**src/verilog/mipsIsaPkg.sv**
```systemverilog
`default_nettype none

package mipsIsaPkg;

	localparam int DataWidth = 32; // Data, registers and addresses
	localparam int RegAddrWidth = 5;
	localparam int ImmWidth = 16;
	localparam int JumpWidth = 26;

	// Primary opcode, instr[31:26]
	typedef enum logic [5:0] {
		OpSpecial = 6'd0,
		OpJ = 6'd2,
		OpBeq = 6'd4,
		OpBne = 6'd5,
		OpAddiu = 6'd9,
		OpAndi = 6'd12,
		OpOri = 6'd13,
		OpLui = 6'd15,
		OpLw = 6'd35,
		OpSw = 6'd43
	} opcodeE;

	// Function field of SPECIAL, instr[5:0]
	typedef enum logic [5:0] {
		FnSll = 6'd0,
		FnAddu = 6'd33,
		FnSubu = 6'd35,
		FnAnd = 6'd36,
		FnOr = 6'd37,
		FnXor = 6'd38,
		FnNor = 6'd39,
		FnSlt = 6'd42
	} functE;

endpackage

`default_nettype wire

```
**src/verilog/mipsCorePkg.sv**
```systemverilog
`default_nettype none

package mipsCorePkg;

	typedef enum logic [3:0] {
		AluAdd,
		AluSub,
		AluAnd,
		AluOr,
		AluXor,
		AluNor,
		AluSlt, // Signed compare
		AluSll,
		AluLui
	} aluOpE;

	typedef enum logic [1:0] {
		SrcReg,
		SrcSignImm,
		SrcZeroImm
	} aluSrcE;

	typedef enum logic [1:0] {
		BrNone,
		BrEqual,
		BrNotEqual
	} branchE;

	localparam int ImemDepth = 64; // Words
	localparam int DmemDepth = 64;
	localparam logic [31:0] ResetPc = 32'h0000_0000;

endpackage

`default_nettype wire

```
**src/verilog/instructionMemory.sv**
```systemverilog
`default_nettype none

module instructionMemory (
	input  logic                             Clk,
	input  logic [mipsIsaPkg::DataWidth-1:0] pc,
	input  logic                             imemLoad,
	input  logic [mipsIsaPkg::DataWidth-1:0] imemLoadAddr, // Byte address, like pc
	input  logic [mipsIsaPkg::DataWidth-1:0] imemLoadData,
	output logic [mipsIsaPkg::DataWidth-1:0] instr
);
	import mipsIsaPkg::*;
	import mipsCorePkg::*;

	localparam int IndexWidth = $clog2(ImemDepth);

	logic [DataWidth-1:0] mem [ImemDepth];

	assign instr = mem[pc[IndexWidth+1:2]];

	always_ff @(posedge Clk) begin
		if (imemLoad)
			mem[imemLoadAddr[IndexWidth+1:2]] <= imemLoadData;
	end

endmodule

`default_nettype wire

```
**config.mk**
```make
export PLATFORM = sky130hd
export DESIGN_NAME = instructionMemory
export DESIGN_NICKNAME = d
export VERILOG_FILES = /design/src/verilog/mipsIsaPkg.sv /design/src/verilog/mipsCorePkg.sv /design/src/verilog/instructionMemory.sv
export SDC_FILE = /design/constraint.sdc
export NUM_CORES = 2
export LEC_CHECK = 0
export BUFFER_PORTS_ARGS = -buffer_cell sky130_fd_sc_hd__buf_2
export CORE_MARGIN = 2
export CORE_UTILIZATION = 62
export CTS_CLUSTER_SIZE = 12
export DETAILED_ROUTE_END_ITERATION = 7
export PLACE_DENSITY = 0.83
export SLEW_MARGIN = 20
export SYNTH_ARGS = -nofsm -noshare
export SYNTH_HDL_FRONTEND = slang
export SYNTH_SLANG_ARGS = --single-unit
```
**constraint.sdc**
```tcl
create_clock -name Clk -period 4.5 [get_ports Clk]
set_input_delay 0.675 -clock Clk [delete_from_list [all_inputs] [get_ports Clk]]
set_output_delay 0.675 -clock Clk [all_outputs]
set_load 0.01 [all_outputs]
```
==> run metrics <==
#FFs+latches synth=a little over 2000; Top FF cell, synth=edfxtp_1; max-cap viol count=0; critical-path maximum fanout=between 60 and 70; fin crit period=around 4.4 ns; final instance area=87250 um^2; TritonCTS buffer count=194; synth warn=0; H-tree lvl count=4; Crit-path slowest cell=nand2b_1; synth top area cells=edfxtp_1 (79%), mux4_2 (16%), mux2i_1 (1.2%); top cell type's share of synthesized area=0.7897; Initial Util=0.6226; post-detail-place hpwl=108600 um; Setup Buffers After CTS=0; PortBufs=77; 1st-iter DRT viols=6799; RSZ-0062 raised after global routing=false; FMAX=227.6 MHz; Chip Width=around 360 um; Fin. Hold Viols=0; CTS tree=yes; CP dominant cell by count=nor2_1; most frequent cells in the layout=edfxtp_1 (2048), mux4_2 (544), clkbuf_16 (198); Placed Cells=5025; final period utilization=0.9763; sequential fraction of the synthesis area=0.7897; Slew Viols, Final=0; clock sink total=roughly 2000; PwrDens=around 430 nW/um^2; first-pass GRT wire length=297400 um; CTS clk-pin slew, worst paths=0.06 ns; Synth cell types=33; Finished Layout Cells=~5300; status=finished clean; full die area=128500 um^2; setup TNS=0 ns; total track usage=0.3389; Layout area overhead=12.04%; Cells after Synth=3292; CP startpoint kind=primary input; Core ar.=between 100000 and 150000 um^2; aggregate global routing overflow=0; slowest stage delay, CP=0.65 ns; commonest non-fill, non-tap cell in the layout=edfxtp_1; io pins=130; static leakage=27.11 nW; DR pass1 iterations=5; vias post-DR=39530; initial antenna violation count=12; Longest Clk Path Bufs=3; Antenna Violating Nets Remaining=0; largest net degree at the start of global routing=67; Syn Nets=~3400; synthesized area per cell=23.66 um^2; WL final=212300 um; Yosys top cell by area=edfxtp_1; layout cells sized above 1=0.3002; worst path required time=3.83 ns; final setup violating endpoints=0; Crit. End Element=output port; Hold Path Class=in2reg; Chip Height=358.4 um; # resized after CTS=0; fin nets=roughly 3700; GPL Wtd Cong=around 0.80; Max IR drop VDD=roughly 0.46 mV; Root Driver=clkbuf_16; hold_buf cts=0; DR DRC count=0; wire per inst=40.13 um; Tot Pwr=37.76 mW; worst path arrival time=3.72 ns; Hold WS=roughly 0.39 ns; Post-Syn Area=between 70000 and 80000 um^2; Via density=7.473; worst-margin pin slew=1.130 ns; vias in the first global route=40010; number of synthesized flops with an enable pin=2048; Rows=130; dpl cell area=81870 um^2; number of flip-flops in the largest register=2048; worst-path cell chain=buf_8 > nand2b_1 > buf_4 > o22ai_1 > nor2_1 > a21oi_1 > nor2_1 > buf_2; worst setup path category=in2out; worst rel slew slack=0.2450; asr flop ratio synth=0
==> routing by layer <==
layer	up-vias	global-route usage	routed length, um
met5	-	0	66
met4	8	0.1650	11680
met3	639	0.07980	29120
met2	3734	0.5388	103300
met1	20510	0.4503	68080
li1	14640	-	-
==> cell families (layout without fill, tap and decap cells) <==
kind of cell,count (synthesis),count (layout),share of synthesized area
other,0,9,0
AOI/OAI and AO/OA,202,202,0.01687
buffers and inverters,182,521,0.01138
and+or+nand+nor,223,223,0.01276
muxes,637,637,0.1693
DFF,2048,2048,0.7897
==> final timing paths <==
kind                          from     endpoint  slack [ns]  cells past startpoint
hold / removal    imemLoadData[27]  mem[33][27]        0.39                      1
setup / recovery             pc[3]    instr[13]        0.11                      8
==> per-stage QoR <==
step | util | setup WS (ns)
finish | 0.6975 | 0.1068
global route | 0.6974 | 0.2079
CTS | 0.6968 | 0.2548
detailed placement | 0.6546 | 0.3170
global placement | 0.6546 | 0.3886
floorplan | - | 0.6652
==> worst max-delay path, delay by kind of cell <==
| kind | cells | cell delay (ns) |
|---|---|---|
| compound gates | 2 | 0.41 |
| buf+inv | 3 | 1.18 |
| simple gates | 3 | 1.34 |
==> cell usage after synthesis (all sizes together) (5+ instances only) <==
cell type	count
or3b	5
nor3	7
nand3b	5
mux2i	93
buf	108
nand2b	8
a311oi	8
o221ai	27
mux4	544
a21oi	62
nand2	26
nand3	5
nor2	137
a22oi	12
clkbuf	74
nor2b	15
edfxtp	2048
o22ai	84
==> power by group <==
| group | internal [mW] | switching [mW] |
|---|---|---|
| logic | 0.770 | 1.29 |
| clock network | 7.85 | 6.69 |
| registers | 21.1 | 0.0417 |
==> cell type report <==
type / instances / area, um^2
diodes: 9 / 22.52
clock buffers: 229 / 5071
clock inverters: 27 / 207.7
fillers: 6646 / 37840
multi-input cells: 1062 / 15970
flip-flops and latches: 2048 / 61500
well taps: 1650 / 2064
repair buffers: 265 / 2415
No activity file was read; power rests on OpenSTA's default activity.
