## src/verilog/mipsIsaPkg.sv

```systemverilog
`default_nettype none

package mipsIsaPkg;

	localparam int DataWidth = 32; // Data, registers and addresses
	localparam int RegAddrWidth = 5;
	localparam int ImmWidth = 16;
	localparam int JumpWidth = 26;

	// Primary opcode, instr[31:26]
	typedef enum logic [5:0] {
		OpSpecial = 6'd0,
		OpJ = 6'd2,
		OpBeq = 6'd4,
		OpBne = 6'd5,
		OpAddiu = 6'd9,
		OpAndi = 6'd12,
		OpOri = 6'd13,
		OpLui = 6'd15,
		OpLw = 6'd35,
		OpSw = 6'd43
	} opcodeE;

	// Function field of SPECIAL, instr[5:0]
	typedef enum logic [5:0] {
		FnSll = 6'd0,
		FnAddu = 6'd33,
		FnSubu = 6'd35,
		FnAnd = 6'd36,
		FnOr = 6'd37,
		FnXor = 6'd38,
		FnNor = 6'd39,
		FnSlt = 6'd42
	} functE;

endpackage

`default_nettype wire

```

## src/verilog/registerFile.sv

```systemverilog
`default_nettype none

module registerFile (
	input  logic                                Clk,
	input  logic                                rstN,
	input  logic [mipsIsaPkg::RegAddrWidth-1:0] rs,
	input  logic [mipsIsaPkg::RegAddrWidth-1:0] rt,
	input  logic [mipsIsaPkg::RegAddrWidth-1:0] rd,
	input  logic                                regDst,
	input  logic                                memToReg,
	input  logic                                regWe,
	input  logic [mipsIsaPkg::DataWidth-1:0]    aluResult,
	input  logic [mipsIsaPkg::DataWidth-1:0]    loadData,
	output logic [mipsIsaPkg::DataWidth-1:0]    readData1,
	output logic [mipsIsaPkg::DataWidth-1:0]    readData2,
	output logic [mipsIsaPkg::RegAddrWidth-1:0] wAddr,
	output logic [mipsIsaPkg::DataWidth-1:0]    wData
);
	import mipsIsaPkg::*;

	logic [DataWidth-1:0] regs [2**RegAddrWidth];

	assign wAddr = regDst ? rd : rt; // rd for R-type
	assign wData = memToReg ? loadData : aluResult;

	assign readData1 = regs[rs];
	assign readData2 = regs[rt];

	always_ff @(posedge Clk or negedge rstN) begin
		if (!rstN) begin
			for (int i = 0; i < 2**RegAddrWidth; i++)
				regs[i] <= '0;
		end else if (regWe && wAddr != '0) begin // $0 stays zero
			regs[wAddr] <= wData;
		end
	end

	zeroReg: assert property (@(posedge Clk) disable iff (!rstN) rs == '0 |-> readData1 == '0)
		else $error("register 0 read as %h", readData1);

endmodule

`default_nettype wire

```

## config.mk

```make
export PLATFORM = sky130hd
export DESIGN_NAME = registerFile
export DESIGN_NICKNAME = d
export VERILOG_FILES = /design/src/verilog/mipsIsaPkg.sv /design/src/verilog/registerFile.sv
export SDC_FILE = /design/constraint.sdc
export NUM_CORES = 2
export LEC_CHECK = 0
export ABC_CLOCK_PERIOD_IN_PS = 1700
export BUFFER_PORTS_ARGS = -buffer_cell sky130_fd_sc_hd__buf_2
export CAP_MARGIN = 5
export CORE_ASPECT_RATIO = 0.5
export CORE_MARGIN = 10
export CORE_UTILIZATION = 60
export CTS_CLUSTER_DIAMETER = 100
export CTS_CLUSTER_SIZE = 40
export DETAILED_ROUTE_END_ITERATION = 8
export PLACE_DENSITY_LB_ADDON = 0.2
export REMOVE_ABC_BUFFERS = 1
export SLEW_MARGIN = 20
export SYNTH_ARGS = -nofsm -noshare
export SYNTH_HDL_FRONTEND = slang
export SYNTH_SLANG_ARGS = --single-unit
```

## constraint.sdc

```tcl
create_clock -name Clk -period 1.7 [get_ports Clk]
set_input_delay 0 -clock Clk [delete_from_list [all_inputs] [get_ports Clk]]
set_output_delay 0 -clock Clk [all_outputs]
set_load 0.03 [all_outputs]
```

==> metrics.md <==
| Metric | Value |
|---|---|
| Internal | `0.0457 W` |
| Number of max-cap violations | `0` |
| Logic pwr share | `32.5%` |
| CP startpoint | `regs[943]$_DFFE_PN0P_` |
| Post-DP HPWL | `122,000 µm` |
| Max-Slew Margin vs Limit | `28.3%` |
| Flop pwr share | `52.7%` |
| Fillers | `6,296` |
| First-pass GRT wire length | `283,000 µm` |
| Net Sw Power | `0.0262 W` |
| Layout cells sized above 1 | `16.6%` |
| Final Hold Fails | `0` |
| Seq/Total Area, Yosys | `47.1%` |
| Port buffer count | `184` |
| Drt pass-1 iters | `6` |
| Total GRT Usage | `34.7%` |
| Wirelength per Cell | `25.9 µm` |
| Clk root buf | `clkbuf_16` |
| Cells after Synth | `5,779` |
| Multi-input gate area | `27,100 µm²` |
| Nets | `6,143` |
| CTS tree | `built` |
| Slew @ Worst Pin | `1070 ps` |
| DIE AREA | `104,000 µm²` |
| Commonest non-fill, non-tap cell in the layout | `a21oi_1` |
| Clock latency on the worst-skew pair | `690 ps` |
| FF+latch area | `25,600 µm²` |
| Crit start category | `register` |
| WS Path Type | `register to primary output` |
| Status | `finished with violations` |
| Biggest register | `regs` |
| Clk slew on worst S/H paths | `150 ps` |
| Final WL | `188,000 µm` |
| DRC violations left | `0` |
| Mapped Area | `54,400 µm²` |
| Clk_skew | `0 ps` |
| Clock power share | `14.8%` |
| Worst Setup End Kind | `primary output` |
| H-Tree Depth | `1` |
| Chip width | `446 µm` |
| Worst Path Required | `1700 ps` |
| Longest Clk Path Bufs | `3` |
| Count of final setup violators | `64` |
| Largest net degree at the start of global routing | `111` |
| Tmin final | `2180 ps` |
| F_max | `0.459 GHz` |
| Setup TNS | `-22,560 ps` |
| Yosys reg bits | `1,024` |
| Boundary Pins | `185` |
| Die height | `233 µm` |
| Most frequent cells in the layout | `1,124 x a21oi_1, 1,024 x dfrtp_1, 1,023 x mux2i_1` |
| R2r startpoint | `regs[415]$_DFFE_PN0P_` |
| Crit path DAT | `2180 ps` |
| Worst Hold Class | `primary input to asynchronous set/reset pin` |
| Final Max Slew Viols | `0` |
| Crit share post-route | `128%` |
| Final Wtd Congestion | `0.931` |
| Initial antenna violation count | `0` |
| Starting density of the core | `61.1%` |
| Total congestion overflow | `0` |
| Failing checks | `negative setup slack` |
| Final ANT Viol Nets | `0` |
| # rows | `77` |
| Vias/cell | `6.62` |
| ANT cells | `0` |
| Vias in the first global route | `47,400` |
| Layout area overhead | `18.4%` |
| CTS Buf Count | `29` |
| Total power density per cell area | `1120 nW/µm²` |
| CORE AREA | `89,100 µm²` |
| Synth unique cells | `41` |
| Switching part of the total | `36.4%` |
| Vias | `48,000` |
| Max reg flops | `1,024` |
| Syn Area/Cell | `9.42 µm²` |
| Biggest regs | `regs x1024` |
| VDD IR max | `0.000732 V` |
| Largest fanout on the critical path | `3` |
| RSZ-0062 raised after global routing | `yes` |
| Setup ws final | `-477 ps` |
| Yosys warning count | `0` |
| Leak | `29.8 nW` |
| Clk sinks | `1,024` |
| Initial drt markers | `6,730` |
| Share of the core filled with cells | `72.3%` |
## final cells by class
class | count | area share [%]
multi-input cells | 4138 | 42.0
flip-flops and latches | 1024 | 39.8
clock inverters | 2 | 0.0389
well taps | 1185 | 2.30
inverters | 37 | 0.220
clock buffers | 29 | 1.13
repair buffers | 829 | 14.5
## metrics by stage
stage / hold WS [ps] / worst slack, ps / instances / power, W / area (µm²)
after floorplan: -296 / -3390 / 5199 / 0.0513 / 52000
after global placement: -88.1 / -126 / 7084 / 0.0580 / 61400
after detailed placement: -89.3 / -192 / 7084 / 0.0596 / 61400
after CTS: 4.10 / -467 / 7220 / 0.0710 / 64100
after global routing: 49.8 / -523 / 7244 / 0.0759 / 64400
final: 20.3 / -477 / 7244 / 0.0719 / 64400
## power by group through the flow
stage	Combinational, W	Sequential [W]	Clock (W)
floorplan	0.0149	0.0363	0
global placement	0.0205	0.0375	0
detailed placement	0.0215	0.0381	0
CTS	0.0228	0.0376	0.0107
global route	0.0258	0.0387	0.0114
finish	0.0234	0.0379	0.0106
## what timing repair did
action | CTS | global route
hold endpoints to repair | 2016 | 31
setup buffers | 16 | 24
gates cloned | 0 | 1
resized for setup | 191 | 43
hold buffers | 96 | 1
endpoints found under the setup margin | 64 | 73
pin swaps | 128 | 109
## final timing paths
path / cells after the start / slack [ps] / end
worst min register to register: 0 / 420 / regs[995]$_DFFE_PN0P_
worst min-delay path: 3 / 20 / regs[293]$_DFFE_PN0P_
worst max-delay path: 6 / -480 / readData2[15]
max in group asynchronous: 3 / 220 / regs[30]$_DFFE_PN0P_
worst max register to register: 3 / 400 / regs[415]$_DFFE_PN0P_
min in group Clk: 7 / 40 / regs[77]$_DFFE_PN0P_
## kinds of logic (layout without fill, tap and decap cells)
kind of cell	after synthesis	in the layout	share of synthesized area, %
buf+inv	617	897	4.67
simple gates	1496	1496	11.6
compound gates	1583	1583	17.1
flops	1024	1024	47.1
mux	1059	1059	19.5
## per-layer routing
metal | vias up | track usage, % | routed length (µm)
li1 | 20900 | - | -
met1 | 23600 | 47.5 | 74200
met2 | 2929 | 53.7 | 83700
met3 | 547 | 7.47 | 21700
met4 | 0 | 14.0 | 8250
met5 | - | 0 | 0
## cells in the mapped netlist
library cell,number,area share (%)
a21oi_4,1,0.030
mux2i_2,1,0.025
nand3b_1,1,0.014
o21ai_1,26,0.24
a22oi_1,192,2.6
nand2_4,1,0.021
or2_2,2,0.023
buf_6,9,0.19
o22a_1,1,0.016
clkbuf_1,385,2.7
a31oi_1,64,0.74
nor3_1,66,0.61
a31oi_4,1,0.039
a22o_1,128,2.1
nor3_2,7,0.13
a21oi_1,1124,10
nand3_1,192,1.8
and2_1,2,0.023
mux2i_4,1,0.041
buf_2,124,1.1
nand2_1,229,1.6
nor3b_1,1,0.014
inv_1,35,0.24
inv_2,1,0.0069
dfrtp_1,1024,47
a2111oi_4,7,0.35
nand2b_1,5,0.057
or4_1,1,0.014
mux2_2,1,0.021
o21ai_0,6,0.055
nor2b_1,5,0.057
and3b_1,2,0.032
a21oi_2,30,0.48
nor4_4,16,0.63
a32oi_2,1,0.030
buf_1,62,0.43
nor2_1,966,6.7
inv_4,1,0.012
a32oi_4,1,0.051
mux2i_1,1056,19
o21ai_2,1,0.016
## critical path, cell delays in order (launching register included)
cell and delay, ps:
dfrtp_1 440, mux2i_1 210, a22o_1 220, nor3_2 60, a31oi_1 200, nand3_1 160
buf_6 170
No activity file was read; power rests on OpenSTA's default activity.
