File: config.mk
export PLATFORM = sky130hd
export DESIGN_NAME = aluStage
export DESIGN_NICKNAME = d
export VERILOG_FILES = /design/src/verilog/mipsIsaPkg.sv /design/src/verilog/mipsCorePkg.sv /design/src/verilog/aluStage.sv
export SDC_FILE = /design/constraint.sdc
export NUM_CORES = 1
export LEC_CHECK = 0
export BUFFER_PORTS_ARGS = -buffer_cell sky130_fd_sc_hd__buf_2
export CAP_MARGIN = 15
export CORE_MARGIN = 3
export CORE_UTILIZATION = 30
export DETAILED_ROUTE_END_ITERATION = 7
export PLACE_DENSITY = 0.58
export REMOVE_ABC_BUFFERS = 1
export SYNTH_ARGS = -nofsm -noshare
export SYNTH_HDL_FRONTEND = slang
export SYNTH_SLANG_ARGS = --single-unit
File: constraint.sdc
create_clock -name vclk -period 5.7
set_input_delay 0.285 -clock vclk [all_inputs]
set_output_delay 0.285 -clock vclk [all_outputs]
set_load 0.01 [all_outputs]
File: src/verilog/mipsIsaPkg.sv
`default_nettype none

package mipsIsaPkg;

	localparam int DataWidth = 32; // Data, registers and addresses
	localparam int RegAddrWidth = 5;
	localparam int ImmWidth = 16;
	localparam int JumpWidth = 26;

	// Primary opcode, instr[31:26]
	typedef enum logic [5:0] {
		OpSpecial = 6'd0,
		OpJ = 6'd2,
		OpBeq = 6'd4,
		OpBne = 6'd5,
		OpAddiu = 6'd9,
		OpAndi = 6'd12,
		OpOri = 6'd13,
		OpLui = 6'd15,
		OpLw = 6'd35,
		OpSw = 6'd43
	} opcodeE;

	// Function field of SPECIAL, instr[5:0]
	typedef enum logic [5:0] {
		FnSll = 6'd0,
		FnAddu = 6'd33,
		FnSubu = 6'd35,
		FnAnd = 6'd36,
		FnOr = 6'd37,
		FnXor = 6'd38,
		FnNor = 6'd39,
		FnSlt = 6'd42
	} functE;

endpackage

`default_nettype wire

File: src/verilog/mipsCorePkg.sv
`default_nettype none

package mipsCorePkg;

	typedef enum logic [3:0] {
		AluAdd,
		AluSub,
		AluAnd,
		AluOr,
		AluXor,
		AluNor,
		AluSlt, // Signed compare
		AluSll,
		AluLui
	} aluOpE;

	typedef enum logic [1:0] {
		SrcReg,
		SrcSignImm,
		SrcZeroImm
	} aluSrcE;

	typedef enum logic [1:0] {
		BrNone,
		BrEqual,
		BrNotEqual
	} branchE;

	localparam int ImemDepth = 64; // Words
	localparam int DmemDepth = 64;
	localparam logic [31:0] ResetPc = 32'h0000_0000;

endpackage

`default_nettype wire

File: src/verilog/aluStage.sv
`default_nettype none

module aluStage (
	input  mipsCorePkg::aluOpE               aluOp,
	input  mipsCorePkg::aluSrcE              aluSrc,
	input  logic [mipsIsaPkg::DataWidth-1:0] a,
	input  logic [mipsIsaPkg::DataWidth-1:0] regB,
	input  logic [mipsIsaPkg::ImmWidth-1:0]  imm,
	input  logic [4:0]                       shamt,
	output logic [mipsIsaPkg::DataWidth-1:0] result,
	output logic                             zero
);
	import mipsIsaPkg::*;
	import mipsCorePkg::*;

	logic [DataWidth-1:0] signImm;
	logic [DataWidth-1:0] zeroImm;
	logic [DataWidth-1:0] b;

	assign signImm = {{(DataWidth - ImmWidth){imm[ImmWidth-1]}}, imm};
	assign zeroImm = {{(DataWidth - ImmWidth){1'b0}}, imm};

	always_comb begin
		case (aluSrc)
			SrcSignImm: b = signImm;
			SrcZeroImm: b = zeroImm;
			default: b = regB;
		endcase
	end

	always_comb begin
		case (aluOp)
			AluAdd: result = a + b;
			AluSub: result = a - b;
			AluAnd: result = a & b;
			AluOr: result = a | b;
			AluXor: result = a ^ b;
			AluNor: result = ~(a | b);
			AluSlt: result = {{(DataWidth - 1){1'b0}}, $signed(a) < $signed(b)};
			AluSll: result = regB << shamt; // rt shifted, rs unused
			AluLui: result = {imm, {(DataWidth - ImmWidth){1'b0}}};
			default: result = '0;
		endcase
	end

	assign zero = (result == '0);

endmodule

`default_nettype wire

==> flow_metrics.tcl, run 1 <==
set metrics [dict create \
    fillers 2896 \
    hold_viol_final 0 \
    hold_path.class "in2out" \
    dieWidth_microns 171 \
    avgViaCountPerCell 6.39 \
    holdPathStages 4 \
    drc 0 \
    max_slew.worst_pin.slew_ns 1.23 \
    area_growth_syn_to_layout_pct 12.9 \
    yosysSeqAreaShare_pct 0 \
    dr.first_iter.drc_count 1506 \
    grt_first_pass_wirelength_microns 59400 \
    irDropWorstVdd_mv 0.0649 \
    seqCellArea_sq_um 0 \
    yosys_warnings 0 \
    critPathLaunchType "input port" \
    dr.pass1.iters 6 \
    gp_congestion 1.05 \
    design_area_sq_um 9210 \
    start_util_pct 30.9 \
    nFlopsAndLatches 0 \
    status "finished clean" \
    io_pins 124 \
    comb_power_share_pct 100.0 \
    fin_ws_ns 0.0237 \
    postCtsHoldBufs 0 \
    drive_gt1_share_pct 17.9 \
    wl_microns 40400 \
    syn_area_sq_um 8150 \
    period_minus_slack_ns 5.68 \
    grt_pass1_vias 9628 \
    std_cell_rows 59 \
    crit_type "in2out" \
    end_kind "output pin" \
    synth_cell_types 81 \
    min_to "result[16]" \
    port_buffers 124 \
    grt_max_degree 34 \
    cp_max_fo 18 \
    finalSetupViolations 0 \
    hpwl_microns 33000 \
    switchingPower_uw 861 \
    drtAntennaViolNets 0 \
    gr-usage-all-layers_pct 26.1 \
    finalCritPeriodShare_pct 99.6 \
    cp_data_arrival_time_ns 5.39 \
    nets 1479 \
    place_area_sq_um 9170 \
    vias 10400 \
    worst_hold_startpoint "imm[0]" \
    syn_avg_cell_area_sq_um 6.76 \
    placed_cells 1621 \
    dieHeight_microns 171 \
    clock_buffers 0 \
    die-area_sq_um 29200 \
    p_int_uw 496 \
    hold_slack_ns 1.11 \
    pre_cts_slack_ns 0.246 \
    max_freq_mhz 176 \
    worstPathRequired_ns 5.41 \
    p_leak_nw 4.13 \
    fin_tns_setup_ns 0 \
    stdcell_count 1621 \
    finalMaxSlewViolations 0 \
    drv_cap 0 \
    diodes 0 \
    max_slew_margin_pct 17.3 \
    synthCells 1206 \
    seqPwrFrac_pct 0 \
    antenna_found_initial 1 \
    powerDensity_nw_per_um2 147 \
    grt-ovfl-total 0 \
    clkPwrFrac_pct 0 \
    wire_per_inst_microns 24.9 \
    netSwitchingFraction_pct 63.5 \
    core-area_sq_um 26400 \
    worstSetupStartpoint "aluSrc[0]" \
]
==> metrics by stage <==
| step | total power [mW] | utilization [%] |
|---|---|---|
| final | 1.36 | 34.9 |
| after global routing | 1.45 | 34.9 |
| after CTS | 1.31 | 34.8 |
| after detailed placement | 1.30 | 34.8 |
| after global placement | 1.30 | 34.8 |
| after floorplan | 0.813 | - |
==> how the worst max path moves through the flow <==
stage	depth (start not counted)	slack, ns	end
3_3_place_gp	22	0.23	zero
4_1_cts	20	0.21	zero
5_1_grt	22	-0.001	zero
6_report	22	0.02	zero
2_1_floorplan	18	0.30	zero
3_5_place_dp	20	0.25	zero
==> worst max-delay path, cell delays in order <==
cell and delay [ns]:
buf_2 0.09, inv_1 0.04, ha_1 0.29, buf_4 0.25, inv_1 0.11, nand2_1 0.11
o21a_1 0.28, inv_1 0.10, ha_1 0.38, a21o_1 0.21, a31oi_1 0.35, nand3_1 0.34
nor4_2 0.53, buf_4 0.20, o21ai_0 0.22, a21oi_1 0.36, o311a_1 0.18, inv_1 0.05
mux2_2 0.27, a221o_1 0.34, nor4b_2 0.21, buf_2 0.16
==> cell type report <==
cell class / instances / area [sq um] / share of cell area, %
multi-input cells: 1006 / 7420 / 80.6
repair buffers: 168 / 951 / 10.3
inverters: 112 / 420 / 4.57
well taps: 335 / 419 / 4.55
==> synth_stat cells, types with 21 or more instances <==
library cell	instances	area, sq um
nor2b_1	27	169
o21ai_0	64	320
nand3_1	27	135
o22ai_1	21	131
mux2i_1	55	551
a21o_1	22	165
ha_1	98	1230
nand2_1	76	285
o211ai_1	23	173
inv_1	110	413
a21oi_1	87	435
nor3_1	23	115
clkbuf_1	60	225
nor2_1	109	409
==> kinds of logic after synthesis <==
logic type / synth area share [%]
AO/OA/AOI/OAI: 38.5
XOR/XNOR: 1.40
adder cells (fa/ha/maj): 15.5
buffers and inverters: 9.56
multiplexers: 12.3
AND/OR/NAND/NOR: 22.7
==> cell usage in the layout, fill, tap and decap left out, types with 15 or more instances in the layout <==
cell      instances
nor3_1           22
nand2b_1         15
o21ai_0          64
a211oi_1         20
nor2b_1          27
mux2_2           20
a22oi_1          17
o21a_1           18
inv_1           110
a21o_1           22
nor2_1          109
buf_4            44
buf_2           124
a21oi_1          87
o22ai_1          21
nand2_1          76
o211ai_1         23
nand3_1          27
ha_1             98
a22o_1           20
mux2i_1          55
==> repair_timing <==
| item | in CTS | in global routing |
|---|---|---|
| buffers inserted | 0 | 0 |
| hold endpoints to repair | 0 | 0 |
| endpoints found under the setup margin | 0 | 1 |
| resized for setup | 0 | 7 |
==> routing by layer <==
layer | GRT usage [%] | share of wire (%) | vias up
li1 | - | - | 4717
met1 | 35.4 | 41 | 4874
met2 | 41.1 | 43 | 654
met3 | 3.77 | 9.9 | 117
met4 | 11.6 | 5.7 | 2
met5 | 0 | 0.032 | -
==> power by group through the flow <==
stage | sequential, mW | clock [mW] | combinational, mW
2_1_floorplan | 0 | 0 | 0.813
3_3_place_gp | 0 | 0 | 1.30
3_5_place_dp | 0 | 0 | 1.30
4_1_cts | 0 | 0 | 1.31
5_1_grt | 0 | 0 | 1.45
6_report | 0 | 0 | 1.36
No activity file was read; power rests on OpenSTA's default activity.
==> inputs of run 2 (changes only) <==
- SETUP_SLACK_MARGIN: default -> 0.4
==> run 2 against run 1 <==
  * Total power is 5.4% higher
  * Critical endpoint unchanged
  * Setup slack improved by 0.56 ns
  * Worst hold slack improved by 0.011 ns
  * Combinational power increased by 5%
==> flow_metrics.tcl, run 2 (synthesis results as in run 1) <==
set metrics [dict create \
    worstPathRequired_ns 5.41 \
    finalMaxSlewViolations 0 \
    drc 0 \
    hpwl_microns 33000 \
    powerDensity_nw_per_um2 149 \
    fin_ws_ns 0.588 \
    diodes 0 \
    die-area_sq_um 29200 \
    cp_data_arrival_time_ns 4.83 \
    avgViaCountPerCell 6.40 \
    grt_max_degree 34 \
    final_cell_mix "buf_2 (124), inv_1 (109), nor2_1 (106)" \
    wire_per_inst_microns 25.1 \
    antenna_found_initial 1 \
    grt_first_pass_wirelength_microns 59700 \
    gr-usage-all-layers_pct 26.2 \
    nets 1488 \
    power.total_mw 1.43 \
    dieWidth_microns 171 \
    io_pins 124 \
    gp_congestion 1.05 \
    drive_gt1_share_pct 22.2 \
    finalSetupViolations 0 \
    area_growth_syn_to_layout_pct 17.7 \
    fin_tns_setup_ns 0 \
    start_util_pct 30.9 \
    seqCellArea_sq_um 0 \
    crit_chain "buf_2 > inv_1 > ha_1 > nor2_1 > nor2_2 > buf_6 > a22o_4 > inv_2 > ha_1 > o21bai_1 > nand3_1 > and2_4 > o31a_1 > a221o_1 > a221o_1 > or4_4 > or4_4 > nor4b_4 > nand4b_1 > nor4b_2 > buf_2" \
    drtAntennaViolNets 0 \
    max_slew.worst_pin.slew_ns 1.21 \
    critPathLaunchType "input port" \
    dr.first_iter.drc_count 1472 \
    clock_buffers 0 \
    vias 10400 \
    end_kind "output pin" \
    port_buffers 124 \
    dieHeight_microns 171 \
    std_cell_rows 59 \
    slowest_delay_ns 0.54 \
    period_minus_slack_ns 5.11 \
    cp_slowest_cell "or4_4" \
    hold_path.class "in2out" \
    final_core_util_pct 36.4 \
    crit_type "in2out" \
    cp_max_fo 6 \
    dr.pass1.iters 6 \
    core-area_sq_um 26400 \
    rsz0062_at_grt "false" \
    grt-ovfl-total 0 \
    pre_cts_slack_ns 0.246 \
    status "finished clean" \
    final_common_cell "buf_2" \
    max_slew_margin_pct 18.8 \
    max_freq_mhz 196 \
    p_leak_nw 4.24 \
    finalCritPeriodShare_pct 89.7 \
    nFlopsAndLatches 0 \
    wl_microns 40900 \
    postCtsHoldBufs 0 \
    hold_viol_final 0 \
    drv_cap 0 \
    grt_pass1_vias 9656 \
    irDropWorstVdd_mv 0.0650 \
]
==> run 2: routing by layer <==
metal	global-route usage, %	share of wire [%]
met4	11.8	5.7
met1	35.4	40
met3	3.51	10
met2	41.5	44
met5	0	0.032
==> run 2: where the power goes <==
group          internal, mW  total (mW)  switching, mW
clock                     0           0              0
sequential                0           0              0
combinational         0.539        1.43          0.892
total                 0.539        1.43          0.892
==> run 2: stage by stage <==
stage          cells  area [sq um]  hold WS (ns)
3_5_place_dp    1621          9170          1.13
5_1_grt         1630          9590          1.14
2_1_floorplan   1118          7790         0.735
6_report        1630          9590          1.12
4_1_cts         1625          9300          1.09
3_3_place_gp    1621          9170          1.15
==> run 2: critical path, delay by kind of cell <==
family,cells,cell delay (ns)
compound gates,5,1.31
fa+ha+maj,2,0.44
buf+inv,5,0.57
simple gates,9,2.21
==> run 2: final timing paths <==
kind	startpoint	to	cells past startpoint
worst min-delay path	imm[0]	result[16]	4
worst max-delay path	aluSrc[1]	zero	21
==> run 2: final cells by class <==
type               instances  area [sq um]
fillers                 2863         16800
well taps                335           419
multi-input cells       1006          7710
repair buffers           177          1040
inverters                112           420
==> run 2: repair_timing <==
action                     4_1_cts  5_1_grt
pin swaps                        8       13
resized for setup               18       53
setup buffers                    4        5
setup endpoints to repair        1        1
