<file path="config.mk">
export PLATFORM = sky130hd
export DESIGN_NAME = controlDecoder
export DESIGN_NICKNAME = d
export VERILOG_FILES = /design/src/verilog/mipsIsaPkg.sv /design/src/verilog/mipsCorePkg.sv /design/src/verilog/controlDecoder.sv
export SDC_FILE = /design/constraint.sdc
export NUM_CORES = 1
export LEC_CHECK = 0
export ABC_AREA = 1
export BUFFER_PORTS_ARGS = -buffer_cell sky130_fd_sc_hd__buf_2
export CORE_MARGIN = 8
export CORE_UTILIZATION = 30
export DETAILED_ROUTE_END_ITERATION = 6
export PLACE_DENSITY = 0.6
export SYNTH_ARGS = -nofsm -noshare
export SYNTH_HDL_FRONTEND = slang
export SYNTH_SLANG_ARGS = --single-unit
export TNS_END_PERCENT = 20
</file>
<file path="constraint.sdc">
create_clock -name vclk -period 2
set_input_delay 0.5 -clock vclk [all_inputs]
set_output_delay 0.5 -clock vclk [all_outputs]
set_load 0.02 [all_outputs]
</file>
<file path="src/verilog/mipsIsaPkg.sv">
`default_nettype none

package mipsIsaPkg;

	localparam int DataWidth = 32; // Data, registers and addresses
	localparam int RegAddrWidth = 5;
	localparam int ImmWidth = 16;
	localparam int JumpWidth = 26;

	// Primary opcode, instr[31:26]
	typedef enum logic [5:0] {
		OpSpecial = 6'd0,
		OpJ = 6'd2,
		OpBeq = 6'd4,
		OpBne = 6'd5,
		OpAddiu = 6'd9,
		OpAndi = 6'd12,
		OpOri = 6'd13,
		OpLui = 6'd15,
		OpLw = 6'd35,
		OpSw = 6'd43
	} opcodeE;

	// Function field of SPECIAL, instr[5:0]
	typedef enum logic [5:0] {
		FnSll = 6'd0,
		FnAddu = 6'd33,
		FnSubu = 6'd35,
		FnAnd = 6'd36,
		FnOr = 6'd37,
		FnXor = 6'd38,
		FnNor = 6'd39,
		FnSlt = 6'd42
	} functE;

endpackage

`default_nettype wire

</file>
<file path="src/verilog/mipsCorePkg.sv">
`default_nettype none

package mipsCorePkg;

	typedef enum logic [3:0] {
		AluAdd,
		AluSub,
		AluAnd,
		AluOr,
		AluXor,
		AluNor,
		AluSlt, // Signed compare
		AluSll,
		AluLui
	} aluOpE;

	typedef enum logic [1:0] {
		SrcReg,
		SrcSignImm,
		SrcZeroImm
	} aluSrcE;

	typedef enum logic [1:0] {
		BrNone,
		BrEqual,
		BrNotEqual
	} branchE;

	localparam int ImemDepth = 64; // Words
	localparam int DmemDepth = 64;
	localparam logic [31:0] ResetPc = 32'h0000_0000;

endpackage

`default_nettype wire

</file>
<file path="src/verilog/controlDecoder.sv">
`default_nettype none

module controlDecoder (
	input  logic [mipsIsaPkg::DataWidth-1:0] instr,
	output mipsCorePkg::aluOpE               aluOp,
	output mipsCorePkg::aluSrcE              aluSrc,
	output logic                             regDst,
	output logic                             memToReg,
	output logic                             regWe,
	output logic                             memWe,
	output mipsCorePkg::branchE              branch,
	output logic                             jump
);
	import mipsIsaPkg::*;
	import mipsCorePkg::*;

	opcodeE opcode;
	functE funct;

	assign opcode = opcodeE'(instr[31:26]);
	assign funct = functE'(instr[5:0]);

	always_comb begin
		aluOp = AluAdd;
		aluSrc = SrcReg;
		regDst = 1'b0;
		memToReg = 1'b0;
		regWe = 1'b0;
		memWe = 1'b0;
		branch = BrNone;
		jump = 1'b0;
		if (instr != '0) begin // All-zero word is a no-op
			case (opcode)
				OpSpecial: begin
					regDst = 1'b1;
					regWe = 1'b1;
					case (funct)
						FnSll: aluOp = AluSll;
						FnAddu: aluOp = AluAdd;
						FnSubu: aluOp = AluSub;
						FnAnd: aluOp = AluAnd;
						FnOr: aluOp = AluOr;
						FnXor: aluOp = AluXor;
						FnNor: aluOp = AluNor;
						FnSlt: aluOp = AluSlt;
						default: begin
							regDst = 1'b0;
							regWe = 1'b0;
						end
					endcase
				end
				OpAddiu: begin
					aluSrc = SrcSignImm;
					regWe = 1'b1;
				end
				OpAndi: begin
					aluOp = AluAnd;
					aluSrc = SrcZeroImm;
					regWe = 1'b1;
				end
				OpOri: begin
					aluOp = AluOr;
					aluSrc = SrcZeroImm;
					regWe = 1'b1;
				end
				OpLui: begin
					aluOp = AluLui;
					regWe = 1'b1;
				end
				OpLw: begin
					aluSrc = SrcSignImm; // base + offset
					memToReg = 1'b1;
					regWe = 1'b1;
				end
				OpSw: begin
					aluSrc = SrcSignImm;
					memWe = 1'b1;
				end
				OpBeq: begin
					aluOp = AluSub; // zero flag compares rs and rt
					branch = BrEqual;
				end
				OpBne: begin
					aluOp = AluSub;
					branch = BrNotEqual;
				end
				OpJ: jump = 1'b1;
				default: ;
			endcase
		end
		writeExclusive: assert (!(regWe && memWe))
			else $error("regWe and memWe both set for %h", instr);
	end

endmodule

`default_nettype wire

</file>
==> impl_results.md, run 1 <==
- Worst hold path depth: 3
- Ranking of synthesized cells by area: inv_1 20%, nand2_1 20%, nor2_1 18%
- Hpwl dp: between 1500 and 2000 um
- Area Growth Syn to Fin: 63.4%
- Crit path max fanout: 4
- Placed Area: 871 um2
- Detail Route Antenna Nets: 0
- Post-DR wirelength/cell: between 9 and 10 um
- Commonest cells in the netlist: 33 x inv_1, 32 x nand2_1, 30 x nor2_1, 11 x nand3_1, 5 x nor3_1
- Die ar.: around 3700 um2
- GRT Residual Overflow: 0
- Count of cell types in the netlist: 19
- Vias: 912
- Input/output buffers: 45
- Row cnt: 16
- Mapped Nets: ~170
- WL final: just over 2000 um
- Maximum VDD drop: between 0.00007 and 0.00008 V
- TritonRoute pass-1 iters: 4
- Final setup viols: 0
- GPL Wtd Cong: just under 0.9
- Tot Pwr: between 0.1 and 0.15 mW
- Hold Vio Cnt, Final: 0
- I/O Pins: 45
- Crit end category: output port
- Synthesized area: roughly 610 um2
- CLK BUF: 0
- Slew @ Worst Pin: about 0.28 ns
- Startpoint types: input port
- Yosys top cell area share: between 20% and 30%
- Place WS: roughly 0.011 ns
- Maxcap violations: 0
- GRT Resource Usage Total: about a tenth
- DRC Markers: 0
- Final period utilization: between 90 and 100%
- RSZ-0062 raised after global routing: yes
- DR vias/cell: about 4.4
- Ys Warns: 0
- Sequential-to-total area share from yosys stat: 0%
- # diodes: 0
- DRT iter0 DRCs: 17
- Cell area power density: 139 nW/um2
- Core ar.: about 2000 um2
- Layout cells sized above 1: between 40% and 50%
- Synth area leader: inv_1
- Vias in the first global route: roughly 850
- Max Fclk: 0.516 GHz
- Final setup margin: between 0.06 and 0.07 ns
- Initial antenna violation count: 0
- Rel. slew slack: a little over 80%
- Worst EP required: around 1.5 ns
- Register area: 0 um2
- CP arrival: between 1 and 1.5 ns
- Layout Nets: around 220
- Fillers: about 210
- Kind of critical path: in -> out
- Multi-input combinational cell area: between 500 and 600 um2
- Most frequent cell after synthesis: inv_1
- Die height: 61.2 um
- Starting density of the core: between 30% and 40%
- Seq Cell Count: 0
- Min-Delay Endpoint: branch[1]
- Status: complete, no violations
- Design area: approximately 1000 um2
- Final min period: roughly 1.9 ns
- Min-Delay Path Class: in -> out
- First-pass GRT wire length: between 3000 and 4000 um
- Hold_sp: instr[29]
- Max-slew violations: 0
- Leak: 0.628 nW
- DIE WIDTH: 61.2 um
- Largest net degree at the start of global routing: 7
- Mean Syn Cell Area: between 4 and 5 um2
- Hold slack: between 1 and 1.5 ns
- Fin util: 51.5%
- Mapped Cells: roughly 130
- Hold_buf cts: 0
[power by group]
group	switching [mW]	total (mW)	internal, mW
logic	0.0791	0.139	0.0596
clock network	0	0	0
registers	0	0	0
[critical path: stages]
cell     delay, ns
buf_2         0.13
inv_2         0.09
nand2_4       0.07
nor3_4        0.26
o21ai_2       0.10
a21oi_2       0.13
buf_4         0.15
[timing repair]
action,4_1_cts,5_1_grt
endpoints found under the setup margin,0,5
gates resized for setup,0,30
setup buffers,0,4
[worst max path at each step]
stage / to / depth (start not counted) / slack [ns] / start
global route: aluOp[1] / 8 / -0.02 / instr[3]
finish: aluOp[0] / 7 / 0.06 / instr[27]
global placement: regWe / 8 / 0.04 / instr[5]
CTS: aluOp[0] / 8 / 0.01 / instr[5]
floorplan: jump / 3 / 0.15 / instr[29]
detailed placement: regWe / 8 / 0.01 / instr[5]
[through the flow]
step	std cells	setup TNS [ns]
2_1_floorplan	133	0
3_3_place_gp	205	0
3_5_place_dp	205	0
4_1_cts	205	0
5_1_grt	209	-0.0352
6_report	209	0
[layer usage]
metal	wire (um)	share of wire [%]	vias up	global-route usage, %
met5	0	0	-	0
met4	0	0	0	0
met3	162	8.0	0	2.71
met2	1050	52	26	19.4
met1	823	40	388	11.2
li1	-	-	498	-
[kinds of logic after synthesis]
logic type      count (synthesis)  share of synthesized area, %
simple gates                   92                          72.8
buf+inv                        37                          22.7
compound gates                  4                          4.50
[cell usage in the layout, fill, tap and decap left out, drive strengths merged]
cell type / instances
a21oi: 3
and3: 1
buf: 49
inv: 37
nand2: 34
nand3: 12
nand3b: 1
nand4: 2
nor2: 33
nor3: 7
nor4: 1
o21ai: 1
or2: 1
[cell type report]
cell class | count | share of cell area (%)
repair buffers | 49 | 28.3
well taps | 27 | 3.38
multi-input cells | 96 | 54.2
inverters | 37 | 14.1
(Power assumes the default switching activity.)
==> run 2, diff against run 1 <==
--- a/config.mk
+++ b/config.mk
@@ -7,8 +7,7 @@
 export LEC_CHECK = 0
-export ABC_AREA = 1
 export BUFFER_PORTS_ARGS = -buffer_cell sky130_fd_sc_hd__buf_2
-export CORE_MARGIN = 8
-export CORE_UTILIZATION = 30
+export CORE_AREA = 8 8 45 47
 export DETAILED_ROUTE_END_ITERATION = 6
-export PLACE_DENSITY = 0.6
+export DIE_AREA = 0 0 53 55
+export PLACE_DENSITY_LB_ADDON = 0.3
 export SYNTH_ARGS = -nofsm -noshare
==> constraint.sdc (replaced) <==
create_clock -name vclk -period 2
set_input_delay 0.3 -clock vclk [all_inputs]
set_output_delay 0.3 -clock vclk [all_outputs]
set_load 0.02 [all_outputs]
==> impl_results.md, run 2 <==
- Status: complete, but fails checks
- Failing checks: negative setup slack
- Synth area leader: nor4_1
- CP cell instances: buf_6 > or4_4 > a2111oi_4 > o21ai_2 > a221oi_2 > buf_4
- CP max stage delay: 0.53 ns (+0.27 ns)
- Starting density of the core: 26.7% (-4.8 points)
- CP arrival: 1.74 ns (+0.30 ns)
- Final setup viols: 1 (+1)
- Rel. slew slack: 80.3% (-0.63 points)
- GPL Wtd Cong: 0.822 (-5.8%)
- Slew @ Worst Pin: 0.293 ns (+0.0108 ns)
- Clock power share: 0% (unchanged)
- CP top delay family: compound AO/OA/AOI/OAI gates
- Most frequent cells in the layout: 43 x buf_2, 9 x buf_4, 7 x nor2_1
- Setup tns final: -0.0372 ns (-0.0372 ns)
- Max Fclk: 0.491 GHz (-4.9%)
- WL final: 1620 um (-20%)
- Row cnt: 14 (-2)
- Synthesized area: 369 um2 (-40%)
- CLK BUF: 0 (unchanged)
- Buffer and inverter count on the worst path: 2 (-1)
- Critical Path Start: instr[1]
- Core ar.: 1380 um2 (-29%)
- TritonRoute pass-1 iters: 6 (+2)
- GRT Residual Overflow: 0 (unchanged)
- Internal cell power: 0.0520 mW (-13%)
- Tot Pwr: 0.104 mW (-25%)
- Switch share: 50.2% (-6.8 points)
- DIE WIDTH: 53 um (-13%)
- Crit end category: output port
- Die ar.: 2920 um2 (-22%)
- Layout Nets: 141 (-35%)
- Mapped Nets: 88 (-47%)
- Placed cell count: 123 (-40%)
- Commonest non-fill, non-tap cell in the layout: buf_2
- Sequential-to-total area share from yosys stat: 0% (unchanged)
- Final setup margin: -0.0372 ns (-0.0992 ns)
- Startpoint types: input port
- Seq pwr share: 0% (unchanged)
- Met1 usage: 11.0% (-0.20 points)
- Layout cells sized above 1: 59.8% (+18 points)
- Die height: 55 um (-10%)
- Largest net degree at the start of global routing: 9 (+2)
- Yosys top cell area share: 11.9% (-8.4 points)
- Detail Route Antenna Nets: 0 (unchanged)
- Count of cell types in the netlist: 29 (+10)
- Hold_buf cts: 0 (unchanged)
- Initial antenna violation count: 0 (unchanged)
- Met3 Track Usage GR: 0.535% (-2.2 points)
- Max-slew violations: 0 (unchanged)
- # diodes: 0 (unchanged)
- I/O Pins: 45 (unchanged)
- Mean Syn Cell Area: 6.59 um2 (+43%)
- Vias: 652 (-29%)
- Maximum VDD drop: 0.0000602 V (-15%)
- Post-DR wirelength/cell: 13.2 um (+35%)
- Post-Layout Cell Count: 123 (-41%)
- Hold Vio Cnt, Final: 0 (unchanged)
- GR Util met2: 20.3% (+0.91 points)
- Final min period: 2.04 ns (+0.0992 ns)
- RSZ-0062 raised after global routing: yes
- Vias in the first global route: 610 (-28%)
- GRT Resource Usage Total: 9.81% (-0.28 points)
- Area Growth Syn to Fin: 83.7%
- Kind of critical path: in -> out
- Sw Pwr: 0.0525 mW (-34%)
- Ranking of synthesized cells by area: nor4_1 12%, nor3_1 8.1%, a2111oi_4 7.5%
- Hpwl dp: 1440 um (-18%)
- Register area: 0 um2 (unchanged)
- DRT iter0 DRCs: 6 (-11)
- Leak: 0.323 nW (-49%)
- Crit path max fanout: 2 (-2)
- Ys Warns: 0 (unchanged)
- Worst EP required: 1.70 ns (+0.20 ns)
- Mapped Cells: 56 (-58%)
- DRC Markers: 0 (unchanged)
- DR vias/cell: 5.30 (+21%)
- Global route hottest layer: met2
- Cell area power density: 154 nW/um2 (+11%)
- Commonest cells in the netlist: 7 x nor2_1, 7 x nor4_1, 6 x nor3_1
- Input/output buffers: 45 (unchanged)
- Min-Delay Path Class: in -> out
- Hold_sp: instr[28]
- Seq Cell Count: 0 (unchanged)
- Final period utilization: 102% (+5.0 points)
- Maxcap violations: 0 (unchanged)
- Combinational share of power: 100.0% (about the same)
- Slowest-stage cell, CP: or4_4
- First-pass GRT wire length: 2370 um (-26%)
- Fillers: 147 (-31%)
-- run 2: cell count changes after synthesis, moves of 3 or more --
| cell | change |
|---|---|
| inv_2 | -4 |
| nor4_1 | +6 |
| nor2_1 | -23 |
| nand2_1 | -29 |
| nor2_4 | -3 |
| inv_1 | -31 |
| nand3_1 | -9 |
-- run 2: power by group through the flow --
stage	registers, mW	clock network [mW]	logic [mW]
2_1_floorplan	0	0	0.0426
3_3_place_gp	0	0	0.101
3_5_place_dp	0	0	0.102
4_1_cts	0	0	0.104
5_1_grt	0	0	0.115
6_report	0	0	0.104
-- run 2: cells by family after synthesis --
group,after synthesis,share of synthesized area (%)
adders and majority gates,1,2.71
AOI/OAI and AO/OA,13,32.2
and+or+nand+nor,37,55.9
buffers and inverters,4,6.10
muxes,1,3.05
-- run 2: layout make-up --
class	instances	area [um2]	area share [%]
inverter	2	7.51	1.11
multi-input combinational	52	357	52.6
tap	16	20.0	2.95
timing repair buffer	53	294	43.4
-- run 2: path summary, 6_finish.rpt --
path / endpoint / depth (start not counted)
min: memWe / 3
max: aluOp[0] / 6
-- run 2: layer usage --
metal | routed length, um | vias to the layer above
met5 | 0 | -
met4 | 0 | 0
met3 | 52 | 0
met2 | 921 | 17
met1 | 650 | 305
li1 | - | 330
-- run 2: repair_timing --
item	CTS	global route
endpoints found under the hold margin	0	0
setup buffers	0	0
setup endpoints to repair	1	2
gates resized for setup	2	2
-- run 2: stage by stage --
step	setup slack (ns)	hold slack, ns	cell area, um2	util [%]
5_1_grt	-0.100	0.943	678	49.0
6_report	-0.0372	0.929	678	49.0
4_1_cts	-0.0602	0.928	668	48.3
2_1_floorplan	0.00476	0.682	369	-
3_5_place_dp	-0.0886	0.928	659	47.6
3_3_place_gp	-0.0727	0.921	659	47.6
