File: config.mk
export PLATFORM = sky130hd
export DESIGN_NAME = programCounter
export DESIGN_NICKNAME = d
export VERILOG_FILES = /design/src/verilog/mipsIsaPkg.sv /design/src/verilog/mipsCorePkg.sv /design/src/verilog/programCounter.sv
export SDC_FILE = /design/constraint.sdc
export NUM_CORES = 1
export LEC_CHECK = 0
export BUFFER_PORTS_ARGS = -buffer_cell sky130_fd_sc_hd__buf_2
export CAP_MARGIN = 20
export CELL_PAD_IN_SITES_DETAIL_PLACEMENT = 0
export CELL_PAD_IN_SITES_GLOBAL_PLACEMENT = 1
export CORE_MARGIN = 3
export CORE_UTILIZATION = 35
export CTS_CLUSTER_SIZE = 25
export DETAILED_ROUTE_END_ITERATION = 6
export PLACE_DENSITY_LB_ADDON = 0.1
export SYNTH_ARGS = -nofsm -noshare
export SYNTH_HDL_FRONTEND = slang
export SYNTH_SLANG_ARGS = --single-unit
export TNS_END_PERCENT = 20
File: constraint.sdc
create_clock -name Clk -period 7.4 [get_ports Clk]
set_input_delay 0 -clock Clk [delete_from_list [all_inputs] [get_ports Clk]]
set_output_delay 0 -clock Clk [all_outputs]
set_load 0.02 [all_outputs]
File: src/verilog/mipsIsaPkg.sv
`default_nettype none

package mipsIsaPkg;

	localparam int DataWidth = 32; // Data, registers and addresses
	localparam int RegAddrWidth = 5;
	localparam int ImmWidth = 16;
	localparam int JumpWidth = 26;

	// Primary opcode, instr[31:26]
	typedef enum logic [5:0] {
		OpSpecial = 6'd0,
		OpJ = 6'd2,
		OpBeq = 6'd4,
		OpBne = 6'd5,
		OpAddiu = 6'd9,
		OpAndi = 6'd12,
		OpOri = 6'd13,
		OpLui = 6'd15,
		OpLw = 6'd35,
		OpSw = 6'd43
	} opcodeE;

	// Function field of SPECIAL, instr[5:0]
	typedef enum logic [5:0] {
		FnSll = 6'd0,
		FnAddu = 6'd33,
		FnSubu = 6'd35,
		FnAnd = 6'd36,
		FnOr = 6'd37,
		FnXor = 6'd38,
		FnNor = 6'd39,
		FnSlt = 6'd42
	} functE;

endpackage

`default_nettype wire

File: src/verilog/mipsCorePkg.sv
`default_nettype none

package mipsCorePkg;

	typedef enum logic [3:0] {
		AluAdd,
		AluSub,
		AluAnd,
		AluOr,
		AluXor,
		AluNor,
		AluSlt, // Signed compare
		AluSll,
		AluLui
	} aluOpE;

	typedef enum logic [1:0] {
		SrcReg,
		SrcSignImm,
		SrcZeroImm
	} aluSrcE;

	typedef enum logic [1:0] {
		BrNone,
		BrEqual,
		BrNotEqual
	} branchE;

	localparam int ImemDepth = 64; // Words
	localparam int DmemDepth = 64;
	localparam logic [31:0] ResetPc = 32'h0000_0000;

endpackage

`default_nettype wire

File: src/verilog/programCounter.sv
`default_nettype none

module programCounter (
	input  logic                             Clk,
	input  logic                             rstN,
	input  mipsCorePkg::branchE              branch,
	input  logic                             jump,
	input  logic                             zero,
	input  logic [mipsIsaPkg::ImmWidth-1:0]  imm,
	input  logic [mipsIsaPkg::JumpWidth-1:0] jumpTarget,
	output logic [mipsIsaPkg::DataWidth-1:0] pc
);
	import mipsIsaPkg::*;
	import mipsCorePkg::*;

	logic [DataWidth-1:0] pcPlus4;
	logic [DataWidth-1:0] branchOffset;
	logic [DataWidth-1:0] nextPc;
	logic taken;

	assign pcPlus4 = pc + 32'd4;
	assign branchOffset = {{(DataWidth - ImmWidth - 2){imm[ImmWidth-1]}}, imm, 2'b00};
	assign taken = (branch == BrEqual && zero) || (branch == BrNotEqual && !zero);

	always_comb begin
		if (jump)
			nextPc = {pcPlus4[DataWidth-1:DataWidth-4], jumpTarget, 2'b00}; // Same 256MB region
		else if (taken)
			nextPc = pcPlus4 + branchOffset;
		else
			nextPc = pcPlus4;
	end

	always_ff @(posedge Clk or negedge rstN) begin
		if (!rstN)
			pc <= ResetPc;
		else
			pc <= nextPc;
	end

	pcAligned: assert property (@(posedge Clk) disable iff (!rstN) pc[1:0] == 2'b00)
		else $error("pc not word aligned: %h", pc);

endmodule

`default_nettype wire

==> results of run 1 <==
[power groups by stage]
stage                     Sequential, W  Combinational, W  Clock (W)
final                          0.000237          0.000568   0.000140
after detailed placement       0.000240          0.000552          0
after global placement         0.000240          0.000559          0
after floorplan                0.000267          0.000375          0
after global routing           0.000242          0.000633   0.000151
after CTS                      0.000237          0.000566   0.000145
[per-stage QoR]
step / hold WS (ns) / power, W / setup slack (ns) / area, um2
floorplan: -0.296 / 0.000642 / 3.70 / 3640
global placement: 0.0938 / 0.000798 / 3.22 / 4110
detailed placement: 0.103 / 0.000792 / 3.24 / 4110
CTS: 0.0395 / 0.000948 / 3.19 / 4450
global route: 0.0600 / 0.00103 / 2.86 / 4450
finish: 0.0585 / 0.000945 / 3.15 / 4450
[worst register-to-register path, delay by kind of cell (launching register included)]
kind	cells	cell delay, ns
xor+xnor	1	0.31
mux	1	0.53
flops	1	0.48
simple gates	6	1.27
compound gates	5	1.18
fa+ha+maj	1	0.38
[cell usage in the layout, fill, tap and decap left out, types with 13 or more instances in the layout]
cell / instances
buf_2: 77
nand2_1: 61
a21oi_1: 43
nor2_1: 39
ha_1: 37
dfrtp_1: 30
o21ai_0: 29
nand3_1: 26
xnor2_1: 26
dlygate4sd3_1: 25
xor2_1: 24
a21o_1: 14
o21a_1: 13
[timing repair]
action | in CTS | in global routing
hold endpoints to repair | 54 | 0
hold buffers | 25 | 0
resized for setup | 0 | 0
[layout make-up]
cell class / instances / area, um2 / share of cell area [%]
multi-input cells: 419 / 2770 / 62.2
flip-flops and latches: 30 / 751 / 16.9
repair buffers: 104 / 651 / 14.6
well taps: 133 / 166 / 3.74
clock buffers: 7 / 86.3 / 1.94
inverters: 6 / 22.5 / 0.506
clock inverters: 1 / 5.00 / 0.112
[per-layer routing]
layer / track usage, % / vias up
met3: 2.10 / 2
met5: 0 / -
met2: 35.5 / 124
met1: 29.9 / 1771
met4: 3.25 / 0
li1: - / 1907
[kinds of logic (layout without fill, tap and decap cells)]
| kind of cell | count (synthesis) | count (layout) | share of synthesized area, % |
|---|---|---|---|
| compound gates | 147 | 147 | 26.1 |
| xor+xnor | 50 | 50 | 12.0 |
| fa+ha+maj | 38 | 38 | 13.3 |
| buf+inv | 24 | 118 | 3.24 |
| flops | 30 | 30 | 20.7 |
| mux | 5 | 5 | 1.72 |
| other cells | 1 | 2 | 0.103 |
| simple gates | 177 | 177 | 22.9 |
[worst min-delay path by stage]
stage                         startpoint          endpoint  cells past startpoint
after CTS                 jumpTarget[25]  pc[27]$_DFF_PN0_                      3
after global placement              rstN   pc[8]$_DFF_PN0_                      1
after global routing      jumpTarget[25]  pc[27]$_DFF_PN0_                      3
after floorplan                     rstN  pc[10]$_DFF_PN0_                      0
final                     jumpTarget[25]  pc[27]$_DFF_PN0_                      3
after detailed placement            rstN   pc[8]$_DFF_PN0_                      1
==> results_dict.tcl, run 1 <==
set metrics [dict create \
    synth_cell_types 60 \
    io_pins 80 \
    postSynthAreaPerCell_um2 7.70 \
    drt_iter0_markers 254 \
    root_buffer "clkbuf_8" \
    io_buffers 77 \
    yosysWarnings 0 \
    drc 0 \
    worstPathMaxFanout 6 \
    grt_pass1_vias 3644 \
    cp-endpoint "pc[31]$_DFF_PN0_" \
    fin_crit_ns 4.25 \
    clk_path_buf_depth 2 \
    synth_top_area_cell "dfrtp_1" \
    final-setup-viol-count 0 \
    internal_power_w 0.000502 \
    wl_per_cell_um 17.4 \
    slew_viol_final 0 \
    startpoint_type "register" \
    critPathLaunch "pc[8]$_DFF_PN0_" \
    fin_crit_sh_pct 57.4 \
    antenna_cells 0 \
    antenna_found_initial 0 \
    synth_common_cells "61 x nand2_1, 43 x a21oi_1, 39 x nor2_1" \
    drt-pass1-iter-count 7 \
    htreeDepth 2 \
    power_frac_seq_pct 25.1 \
    ir_drop_v 0.0000726 \
    worst_slew_pin_slew_ns 1.01 \
    p_sw_share_pct 46.9 \
    combPwrFrac_pct 60.1 \
    power_density_mw_per_mm2 212 \
    drive_above_1_share_pct 17.6 \
    grt_overflow_total 0 \
    die_area_mm2 0.0116 \
    largest_registers "pc (30)" \
    regMostFlops "pc" \
    maxCapViolCount 0 \
    die_h_um 108 \
    r2r_cells 14 \
    wl_met3_um 645 \
    crit_path_max_incr_delay_ns 0.53 \
    grt_util_all_layers_pct 21.1 \
    clock_sinks 30 \
    cts_tree "done" \
    utilization_pct 44.7 \
    async_flop_share_pct 100 \
    fillers 1017 \
    synth_top_cells_by_area "dfrtp_1 21%, ha_1 13%, nand2_1 6.3%" \
    postSynthCellCount 472 \
    area.growth.synth_to_final_pct 22.5 \
    synth_area_mm2 0.00363 \
    clkTransAtPathRegs_ns 0.07 \
    slew_headroom_pct 32.4 \
    highest_layer "met4" \
    worstSetupPathType "reg -> reg" \
    finalHoldViolations 0 \
    required_ns 7.58 \
    fin_cells 700 \
    gp_congestion 1.02 \
    crit_buf_inv 0 \
    grt_pass1_wl_mm 19.3 \
    routed_wl_mm 12.2 \
    rows 36 \
    cp_num_cells 14 \
    synth.ff_latch_count 30 \
    p_sw_w 0.000443 \
    grt_max_degree 31 \
    finalSetupTns_ns 0 \
    core_mm2 0.00995 \
    cp.arrival_ns 4.43 \
    clock_latency_ns 0.28 \
    vias 3804 \
    cts_setup_buffers 0 \
    reg2reg_to "pc[31]$_DFF_PN0_" \
    synth_top_cell_area_share_pct 20.7 \
    cp_top_family "simple AND/OR/NAND/NOR gates" \
    cts_buffers 5 \
    r2r_start "pc[8]$_DFF_PN0_" \
    dp.cells 667 \
    skew_ns 0.00781 \
    synth.most_common_cell "nand2_1" \
    ys_seq_area_share_pct 20.7 \
    synth-main-ff-cell "dfrtp_1" \
    rsz0062_at_grt "no" \
    ff2ff_setup_slack_ns 3.15 \
    status "finished, final reports clean" \
    wl_met1_mm 5.84 \
    dr_wl_met2_mm 5.64 \
    crit_chain "nand4_1 -> nor2_1 -> nand3_1 -> nor3_1 -> xor2_1 -> ha_1 -> a21oi_1 -> nor2_1 -> or3_1 -> o221ai_1 -> a21oi_2 -> a21oi_2 -> mux4_2 -> a311oi_2" \
    final_nets 652 \
    slowest_stage "mux4_2" \
    ant_nets 0 \
    detailed_place_hpwl_mm 9.58 \
    vias_per_cell 5.43 \
    hold_path_class "in -> reg" \
    leakage_nw 2.00 \
    start_util_pct 36.5 \
    fp.dieW_um 108 \
    clockPowerShare_pct 14.8 \
    fmax_mhz 235 \
    critPathCaptureType "register" \
    synth_edf_count 0 \
    largest_reg_flops 30 \
]
Note: power is estimated with default switching activity, not from simulation.
==> run 2, diff against run 1 <==
clock period = 3.9 ns   (was 7.4 ns; I/O delays follow)
==> run 2 against run 1 <==
  * Via count increased by 2.6%
  * Combinational power is 110% higher
  * Register-to-register slack worse by 3.0 ns
  * Critical endpoint is now pc[30]$_DFF_PN0_
  * Worst hold slack got worse by 0.045 ns
  * Cell count rose by 3.4%
  * Largest power group unchanged
  * Sequential share of layout area shrank 0.88 points
  * Total power is 98% higher
  * Clock skew down 0.0032 ns
  * Die area unchanged
  * Highest routed layer unchanged
  * Sequential power increased by 85%
  * Non-clock buffer count rose by 24
  * Global-route usage is 0.50 points higher
==> results_dict.tcl, run 2 (same netlist as run 1, synthesis figures left out) <==
set metrics [dict create \
    status "finished, final reports clean" \
    r2r_start "pc[5]$_DFF_PN0_" \
    utilization_pct 47.2 \
    combPwrFrac_pct 62.4 \
    antenna_found_initial 0 \
    area.growth.synth_to_final_pct 29.2 \
    cp-endpoint "pc[30]$_DFF_PN0_" \
    critPathLaunch "pc[5]$_DFF_PN0_" \
    pre_cts_ws_ns 0.0961 \
    drt-pass1-iter-count 4 \
    clock_sinks 30 \
    startpoint_type "register" \
    regMostFlops "pc" \
    critPathCaptureType "register" \
    grt_pass1_wl_mm 19.8 \
    hold_path_class "in -> reg" \
    power_frac_seq_pct 23.4 \
    clk_path_buf_depth 2 \
    fin_cells 724 \
    fp.dieW_um 108 \
    grt_overflow_total 0 \
    io_pins 80 \
    fin_area_mm2 0.00470 \
    grt_pass1_vias 3943 \
    clockPowerShare_pct 14.2 \
    p_sw_w 0.000870 \
    largest_reg_flops 30 \
    start_util_pct 36.5 \
    ff2ff_setup_slack_ns 0.17 \
    slew_viol_final 0 \
    mostFrequentLayoutCell "buf_2" \
    layout_common_cells "77 x buf_2, 61 x nand2_1, 41 x a21oi_1, 38 x nor2_1, 35 x ha_1" \
    worst_slew_pin_slew_ns 0.752 \
    fin_crit_ns 3.73 \
    fmax_mhz 268 \
    drive_above_1_share_pct 23.4 \
    rows 36 \
    grt_util_all_layers_pct 21.6 \
    slew_headroom_pct 49.9 \
    cp.arrival_ns 3.86 \
    finalHoldViolations 0 \
    maxCapViolCount 0 \
    routed_wl_mm 12.8 \
    grt_max_degree 31 \
    worstPathMaxFanout 6 \
    cts_buffers 5 \
    place_area_mm2 0.00428 \
    root_buffer "clkbuf_8" \
    io_buffers 77 \
    detailed_place_hpwl_mm 9.93 \
    vias_per_cell 5.39 \
    ir_drop_v 0.000138 \
    skew_ns 0.00459 \
    dp.cells 690 \
    cts_tree "done" \
    reg2reg_to "pc[30]$_DFF_PN0_" \
    clock_latency_ns 0.28 \
    core_mm2 0.00995 \
    p_sw_share_pct 46.5 \
    wl_per_cell_um 17.6 \
    ant_nets 0 \
    power_w 0.00187 \
    power_density_mw_per_mm2 399 \
    htreeDepth 2 \
    crit_chain "and4_1 -> and3_1 -> buf_4 -> nand4_1 -> xnor2_1 -> ha_1 -> nand3_2 -> o211ai_1 -> a21oi_1 -> buf_4 -> a2111oi_0 -> buf_4 -> o21ai_1 -> o21ai_1 -> xnor2_1 -> a21oi_1" \
    rsz0062_at_grt "yes" \
    fin_crit_sh_pct 95.6 \
    slowest_stage "dfrtp_1" \
    internal_power_w 0.00100 \
    vias 3903 \
    final-setup-viol-count 0 \
    die_area_mm2 0.0116 \
    r2r_cells 16 \
    largest_registers "pc (30)" \
    die_h_um 108 \
    drc 0 \
    clkTransAtPathRegs_ns 0.07 \
    leakage_nw 2.14 \
    gp_congestion 0.912 \
    crit_path_max_incr_delay_ns 0.41 \
    antenna_cells 0 \
    worstSetupPathType "reg -> reg" \
    final_nets 676 \
    required_ns 4.03 \
    crit_top_cell "buf_4" \
    final.setup.worst_slack_ns 0.170 \
    drt_iter0_markers 154 \
]
==> run 2: stage by stage <==
stage                     setup TNS, ns  hold WS [ns]
after global routing            -0.0198        0.0143
after detailed placement              0         0.111
after floorplan                       0        -0.296
after CTS                             0       0.00409
after global placement                0         0.111
final                                 0        0.0137
==> run 2: worst min-delay path by stage <==
stage / startpoint / to / slack [ns] / cells past startpoint
2_1_floorplan: rstN / pc[10]$_DFF_PN0_ / -0.30 / 0
3_3_place_gp: rstN / pc[7]$_DFF_PN0_ / 0.11 / 1
3_5_place_dp: rstN / pc[10]$_DFF_PN0_ / 0.11 / 1
4_1_cts: jumpTarget[6] / pc[8]$_DFF_PN0_ / 0.004 / 3
5_1_grt: jumpTarget[6] / pc[8]$_DFF_PN0_ / 0.01 / 3
6_report: jumpTarget[6] / pc[8]$_DFF_PN0_ / 0.01 / 3
==> run 2: power by group through the flow <==
stage / Combinational, W / Clock (W) / Sequential [W]
floorplan: 0.000712 / 0 / 0.000506
global placement: 0.00112 / 0 / 0.000442
detailed placement: 0.00111 / 0 / 0.000440
CTS: 0.00114 / 0.000274 / 0.000437
global route: 0.00128 / 0.000289 / 0.000447
finish: 0.00117 / 0.000265 / 0.000438
==> run 2: per-layer routing <==
| metal | share of wire (%) | vias up | wire [um] | global-route usage, % |
|---|---|---|---|---|
| li1 | - | 1961 | - | - |
| met1 | 47 | 1816 | 6030 | 29.3 |
| met3 | 5.0 | 15 | 638 | 3.12 |
| met4 | 1.5 | 0 | 194 | 5.41 |
| met5 | 0 | - | 0 | 0 |
| met2 | 46 | 111 | 5900 | 36.2 |
==> run 2: cell type report <==
class                           count  area, um2
Inverter                            6       22.5
Sequential cell                    30        751
Multi-Input combinational cell    419       2840
Clock inverter                      1       5.00
Clock buffer                        7       86.3
Timing Repair Buffer              128        826
Tap cell                          133        166
Fill cell                        1042       5260
==> run 2: critical path, delay by kind of cell (launching register included) <==
family,cells,cell delay (ns)
adders and majority gates,1,0.40
xor gates and xnor gates,2,0.35
DFF,1,0.41
AOI/OAI and AO/OA,6,1.17
and+or+nand+nor,4,0.76
buffers and inverters,3,0.48
==> run 2: what timing repair did <==
action,in CTS,in global routing
gates resized for setup,0,15
endpoints found under the setup margin,0,3
hold buffers,23,0
setup buffers,0,3
endpoints found under the hold margin,52,0
